**src/rtl/mont_pkg.sv**
```systemverilog
`default_nettype none

package mont_pkg;

    // Default operand and adder limb widths
    localparam int DEFAULT_WIDTH      = 1024;
    localparam int DEFAULT_LIMB_WIDTH = 64;

    // One radix-4 digit
    typedef logic [1:0] digit_t;

    // Operand added to (or subtracted from) the accumulator
    typedef enum logic [2:0] {
        ADD_ZERO,
        ADD_B,
        ADD_M,
        ADD_B_DIGIT,
        ADD_M_DIGIT
    } addend_sel_t;

    // Controller sequencing states
    typedef enum logic [2:0] {
        ST_IDLE,
        ST_TRIPLE_B,
        ST_TRIPLE_M,
        ST_MUL_B,
        ST_MUL_M,
        ST_REDUCE_SUB,
        ST_REDUCE_ADD,
        ST_DONE
    } ctrl_state_t;

endpackage

`default_nettype wire

```
**src/rtl/mont_ctrl_if.sv**
```systemverilog
`timescale 1ns/100ps
`default_nettype none

interface mont_ctrl_if;
    import mont_pkg::*;

    // Controller to datapath
    logic        load;
    logic        clear_acc;
    addend_sel_t addend_sel;
    logic        subtract;
    logic        add_start;
    logic        shift_acc;
    logic        shift_a;
    logic        store_b3;
    logic        store_m3;

    // Datapath to controller
    logic        add_done;
    logic        acc_negative;

    modport ctrl (
        output load, clear_acc, addend_sel, subtract, add_start,
        output shift_acc, shift_a, store_b3, store_m3,
        input  add_done, acc_negative
    );

    modport dp (
        input  load, clear_acc, addend_sel, subtract, add_start,
        input  shift_acc, shift_a, store_b3, store_m3,
        output add_done, acc_negative
    );

endinterface

`default_nettype wire

```
**src/rtl/mont_ctrl.sv**
```systemverilog
`timescale 1ns/100ps
`default_nettype none

module mont_ctrl #(
    parameter int WIDTH = mont_pkg::DEFAULT_WIDTH
) (
    input  logic       clk,
    input  logic       resetn,
    input  logic       start,
    mont_ctrl_if.ctrl  ctl,
    output logic       done
);
    import mont_pkg::*;

    localparam int DIGITS = WIDTH / 2;
    localparam int CNT_W  = $clog2(DIGITS);

    ctrl_state_t      state;
    ctrl_state_t      state_next;
    logic [CNT_W-1:0] digit_cnt;
    logic [CNT_W-1:0] cnt_next;
    logic             issue_q;
    logic             issue_next;
    logic             triple_last;
    logic             digit_last;

    // Same counter tracks the three passes of each triple build
    assign triple_last = (digit_cnt == CNT_W'(2));
    assign digit_last  = (digit_cnt == CNT_W'(DIGITS - 1));

    // Next addition starts one cycle after the previous done
    assign ctl.add_start = issue_q;
    assign done          = (state == ST_DONE);

    always_ff @(posedge clk) begin
        if (!resetn) begin
            state     <= ST_IDLE;
            digit_cnt <= '0;
            issue_q   <= 1'b0;
        end else begin
            state     <= state_next;
            digit_cnt <= cnt_next;
            issue_q   <= issue_next;
        end
    end

    always_comb begin
        state_next     = state;
        cnt_next       = digit_cnt;
        issue_next     = 1'b0;
        ctl.load       = 1'b0;
        ctl.clear_acc  = 1'b0;
        ctl.addend_sel = ADD_ZERO;
        ctl.subtract   = 1'b0;
        ctl.shift_acc  = 1'b0;
        ctl.shift_a    = 1'b0;
        ctl.store_b3   = 1'b0;
        ctl.store_m3   = 1'b0;

        case (state)
            ST_IDLE: begin
                if (start) begin
                    ctl.load   = 1'b1;
                    cnt_next   = '0;
                    issue_next = 1'b1;
                    state_next = ST_TRIPLE_B;
                end
            end

            // 0 + B + B + B, kept in b3
            ST_TRIPLE_B: begin
                ctl.addend_sel = ADD_B;
                ctl.store_b3   = triple_last;
                ctl.clear_acc  = triple_last;
                if (ctl.add_done) begin
                    issue_next = 1'b1;
                    if (triple_last) begin
                        cnt_next   = '0;
                        state_next = ST_TRIPLE_M;
                    end else begin
                        cnt_next = digit_cnt + 1'b1;
                    end
                end
            end

            ST_TRIPLE_M: begin
                ctl.addend_sel = ADD_M;
                ctl.store_m3   = triple_last;
                ctl.clear_acc  = triple_last;
                if (ctl.add_done) begin
                    issue_next = 1'b1;
                    if (triple_last) begin
                        cnt_next   = '0;
                        state_next = ST_MUL_B;
                    end else begin
                        cnt_next = digit_cnt + 1'b1;
                    end
                end
            end

            ST_MUL_B: begin
                ctl.addend_sel = ADD_B_DIGIT;
                if (ctl.add_done) begin
                    issue_next = 1'b1;
                    state_next = ST_MUL_M;
                end
            end

            // Reduction step, then drop two bits of c and a
            ST_MUL_M: begin
                ctl.addend_sel = ADD_M_DIGIT;
                ctl.shift_acc  = 1'b1;
                ctl.shift_a    = 1'b1;
                if (ctl.add_done) begin
                    issue_next = 1'b1;
                    if (digit_last) begin
                        cnt_next   = '0;
                        state_next = ST_REDUCE_SUB;
                    end else begin
                        cnt_next   = digit_cnt + 1'b1;
                        state_next = ST_MUL_B;
                    end
                end
            end

            // Subtract M until the accumulator goes negative
            ST_REDUCE_SUB: begin
                ctl.addend_sel = ADD_M;
                ctl.subtract   = 1'b1;
                if (ctl.add_done) begin
                    issue_next = 1'b1;
                    if (ctl.acc_negative) begin
                        state_next = ST_REDUCE_ADD;
                    end
                end
            end

            // One add of M undoes the overshoot
            ST_REDUCE_ADD: begin
                ctl.addend_sel = ADD_M;
                if (ctl.add_done) begin
                    state_next = ST_DONE;
                end
            end

            ST_DONE: begin
                state_next = ST_IDLE;
            end

            default: begin
                state_next = ST_IDLE;
            end
        endcase
    end

endmodule

`default_nettype wire

```
**src/flat_wrapper.sv**
```systemverilog
// flat-port wrapper written by rule: the top's interface ports become plain ports
module mont_ctrl_flat import mont_pkg::*;
#(
    parameter int WIDTH = mont_pkg::DEFAULT_WIDTH
)
  (clk, resetn, start, done, ctl_load, ctl_clear_acc, ctl_addend_sel, ctl_subtract, ctl_add_start, ctl_shift_acc, ctl_shift_a, ctl_store_b3, ctl_store_m3, ctl_add_done, ctl_acc_negative);
  mont_ctrl_if ctl_i ();
  input  logic clk;
  input  logic resetn;
  input  logic start;
  output logic done;
  output wire logic [$bits(ctl_i.load)-1:0] ctl_load;
  output wire logic [$bits(ctl_i.clear_acc)-1:0] ctl_clear_acc;
  output wire logic [$bits(ctl_i.addend_sel)-1:0] ctl_addend_sel;
  output wire logic [$bits(ctl_i.subtract)-1:0] ctl_subtract;
  output wire logic [$bits(ctl_i.add_start)-1:0] ctl_add_start;
  output wire logic [$bits(ctl_i.shift_acc)-1:0] ctl_shift_acc;
  output wire logic [$bits(ctl_i.shift_a)-1:0] ctl_shift_a;
  output wire logic [$bits(ctl_i.store_b3)-1:0] ctl_store_b3;
  output wire logic [$bits(ctl_i.store_m3)-1:0] ctl_store_m3;
  input wire logic [$bits(ctl_i.add_done)-1:0] ctl_add_done;
  input wire logic [$bits(ctl_i.acc_negative)-1:0] ctl_acc_negative;
  assign ctl_load = ctl_i.load;
  assign ctl_clear_acc = ctl_i.clear_acc;
  assign ctl_addend_sel = ctl_i.addend_sel;
  assign ctl_subtract = ctl_i.subtract;
  assign ctl_add_start = ctl_i.add_start;
  assign ctl_shift_acc = ctl_i.shift_acc;
  assign ctl_shift_a = ctl_i.shift_a;
  assign ctl_store_b3 = ctl_i.store_b3;
  assign ctl_store_m3 = ctl_i.store_m3;
  assign ctl_i.add_done = ctl_add_done;
  assign ctl_i.acc_negative = ctl_acc_negative;
  mont_ctrl #(.WIDTH(WIDTH)) u_core (.clk(clk), .resetn(resetn), .start(start), .ctl(ctl_i), .done(done));
endmodule
```
**config.mk**
```make
export PLATFORM = sky130hd
export DESIGN_NAME = mont_ctrl_flat
export DESIGN_NICKNAME = d
export VERILOG_FILES = /design/src/rtl/mont_pkg.sv /design/src/rtl/mont_ctrl_if.sv /design/src/rtl/mont_ctrl.sv /design/src/flat_wrapper.sv
export SDC_FILE = /design/constraint.sdc
export NUM_CORES = 1
export LEC_CHECK = 0
export BUFFER_PORTS_ARGS = -buffer_cell sky130_fd_sc_hd__clkbuf_2
export CORE_AREA = 10 10 92 54
export DETAILED_ROUTE_END_ITERATION = 10
export DIE_AREA = 0 0 102 64
export PLACE_DENSITY_LB_ADDON = 0.08
export SETUP_SLACK_MARGIN = 0.02
export SYNTH_ARGS = -nofsm -noshare
export SYNTH_HDL_FRONTEND = slang
export SYNTH_SLANG_ARGS = --single-unit
```
**constraint.sdc**
```tcl
create_clock -name clk -period 2.2 [get_ports clk]
set_input_delay 0.22 -clock clk [delete_from_list [all_inputs] [get_ports clk]]
set_output_delay 0.22 -clock clk [all_outputs]
set_load 0.03 [all_outputs]
```
==> flow_metrics.env <==
export IMPL_grt_pass1_vias=831
export IMPL_hold_viol=0
export IMPL_hold_path_end="u_core.state[2]"
export IMPL_fin_area_um2=1140
export IMPL_slew_limit_headroom_pct=65.4
export IMPL_initial_core_util_pct=29.0
export IMPL_cts_buffers=3
export IMPL_drc_errors=0
export IMPL_yosysTopAreaCell="dfxtp_1"
export IMPL_drive_above_1_share_pct=24.3
export IMPL_min_from="resetn"
export IMPL_rows=15
export IMPL_post_route_min_period_ns=1.99
export IMPL_drt_pass1_iter_count=4
export IMPL_htree_levels=1
export IMPL_finalSetupViolCount=0
export IMPL_die_area_um2=6530
export IMPL_seq_area_frac_synth_pct=26.8
export IMPL_reg2reg_from="u_core.digit_cnt[2]"
export IMPL_status="finished clean"
export IMPL_hold_path_class="input port to register"
export IMPL_p_per_area_nw_per_um2=878
export IMPL_start_kind="register"
export IMPL_via_per_inst=5.10
export IMPL_cp_arrival_ns=1.77
export IMPL_boundaryPins=17
export IMPL_synth_edf_count=0
export IMPL_slowest_stage="dfxtp_1"
export IMPL_r2r_end="u_core.digit_cnt[0]"
export IMPL_clkTransAtPathRegs_ns=0.06
export IMPL_ir_drop_mv=0.383
export IMPL_cts_repair_resized=0
export IMPL_cp_num_buf_inv=2
export IMPL_place_gp_congestion=0.732
export IMPL_synth_area_um2=970
export IMPL_cts_sinks=13
export IMPL_syn_num_nets=126
export IMPL_grt_pass1_wl_mm=4.24
export IMPL_vias=907
export IMPL_clock_path_buffers=2
export IMPL_hpwl_mm=1.98
export IMPL_maxCapViolCount=0
export IMPL_fp_dieH_um=64
export IMPL_antenna_found_initial=0
export IMPL_synth_ff_type="dfxtp_1"
export IMPL_rr_worst_depth=7
export IMPL_grt_overflow_total=0
export IMPL_grt_total_usage_pct=7.97
export IMPL_fillCellCount=382
export IMPL_clock_latency_ns=0.24
export IMPL_post_cts_buffers=0
export IMPL_max_freq_mhz=503
export IMPL_antenna_cells=0
export IMPL_slew_violations=0
export IMPL_cts_hold_buf=0
export IMPL_async_flop_share_pct=0
export IMPL_synth_distinct_cells=45
export IMPL_ys_seq_elements=13
export IMPL_hold_depth=2
export IMPL_cts_root_buf="clkbuf_8"
export IMPL_drt_wirelength_per_cell_um=14.2
export IMPL_required_ns=1.98
export IMPL_slowest_delay_ns=0.42
export IMPL_core_area_um2=3340
export IMPL_crit_type="register to output pin"
export IMPL_dieWidth_um=102
export IMPL_yosys_top_cells_count="dfxtp_1 (13), nand2_1 (12), nor2_1 (8)"
export IMPL_critical_path_top_delay_family="flip-flops"
export IMPL_cts_tree="done"
export IMPL_syn_area_per_cell_um2=8.22
export IMPL_postRouteAntennaNets=0
export IMPL_worst_pin_slew_ns=0.515
export IMPL_rsz0062_at_grt="no"
export IMPL_grt_max_degree=16
export IMPL_tns_ns=0
export IMPL_nets=145
export IMPL_final_core_util_pct=34.2
export IMPL_leakage_nw=0.437
export IMPL_yosys_top_cells_area="dfxtp_1 (27%), nand2_1 (4.6%), ha_1 (3.9%)"
export IMPL_area_delta_synth_final_pct=17.9
export IMPL_wirelength_mm=2.53
export IMPL_worstSetupEndpointType="output pin"
export IMPL_ff2ff_setup_slack_ns=0.23
export IMPL_yosysWarningCount=0
export IMPL_drtIter0Drc=34
export IMPL_io_buffer_count=16
export IMPL_crit_fanout=6
export IMPL_synth_most_common_cell="dfxtp_1"
export IMPL_path_cells="ha_1, nor4b_2, buf_4, nand2_1, a211oi_1, clkbuf_2"
export IMPL_yosysTopAreaCellShare_pct=26.8
export IMPL_whs_ns=0.357
export IMPL_fin_worst_skew_ns=0.00176
export IMPL_place_area_um2=1100
export IMPL_timing_final_crit_share_pct=90.4
export IMPL_synthCells=118
==> registers in the layout (all words and copies together) (netlist names) <==
name	count
u_core.ctl.add_start	1
u_core.digit_cnt	9
u_core.state	3
==> metal layers <==
layer	vias to the layer above	GRT usage, %	share of wire (%)
met5	-	0	0
met4	0	2.10	0.55
met3	2	2.47	3.5
met2	18	11.6	43
met1	409	11.0	53
li1	478	-	-
==> worst max-delay path by stage <==
stage / from / slack, ns / endpoint / cells past startpoint
after floorplan: u_core.digit_cnt[0] / 0.20 / ctl_clear_acc / 5
after global placement: u_core.digit_cnt[2] / 0.18 / u_core.digit_cnt[0] / 7
after detailed placement: u_core.digit_cnt[2] / 0.15 / u_core.digit_cnt[0] / 7
after CTS: u_core.digit_cnt[2] / 0.12 / u_core.digit_cnt[0] / 7
after global routing: u_core.digit_cnt[2] / 0.08 / u_core.digit_cnt[2] / 7
final: u_core.digit_cnt[1] / 0.21 / ctl_clear_acc / 6
==> cell families after synthesis <==
group                    synth area share [%]
AO/OA/AOI/OAI                            31.0
XOR/XNOR                                0.903
adder cells (fa/ha/maj)                  3.87
buffers and inverters                    8.13
flip-flops                               26.8
multiplexers                             2.06
AND/OR/NAND/NOR                          27.2
==> power by group <==
part | total, mW | internal [mW] | leakage [nW] | switching (mW)
logic | 0.490 | 0.188 | 0.309 | 0.302
registers | 0.303 | 0.264 | 0.105 | 0.0390
clock network | 0.212 | 0.128 | 0.0228 | 0.0838
total | 1.00 | 0.579 | 0.437 | 0.425
==> worst register-to-register path, stage by stage (launching register included) <==
cell and delay (ns):
dfxtp_1 0.44, and4_1 0.31, nand2_1 0.07, nor3_1 0.15, ha_1 0.24, nor3_1 0.11, o41ai_4 0.42, nor2_1 0.10
==> placed cells by master, fill, tap and decap left out, types with 3 or more instances in the layout <==
cell type  instances
nand2b_1           5
nand3_1            4
or3_1              4
inv_1              5
o21ai_1            4
a21oi_1            5
clkbuf_8           3
ha_1               3
nor3_1             3
nor2_1             8
clkbuf_2          16
dfxtp_1           13
nand2_1           12
o21ai_0            5
buf_4              7
==> layout make-up <==
| type | instances | area (µm²) | area share [%] |
|---|---|---|---|
| repair buffers | 23 | 133 | 11.6 |
| clock buffers | 4 | 45.0 | 3.94 |
| multi-input cells | 90 | 631 | 55.1 |
| inverters | 6 | 22.5 | 1.97 |
| flip-flops and latches | 13 | 260 | 22.8 |
| well taps | 42 | 52.6 | 4.60 |
==> per-stage QoR <==
stage	setup WS, ns	cells	total power [mW]
floorplan	0.204	118	0.694
global placement	0.183	174	0.808
detailed placement	0.154	174	0.800
CTS	0.124	178	1.02
global route	0.0795	178	1.08
finish	0.211	178	1.00
Power figures use the tool's default switching activity.
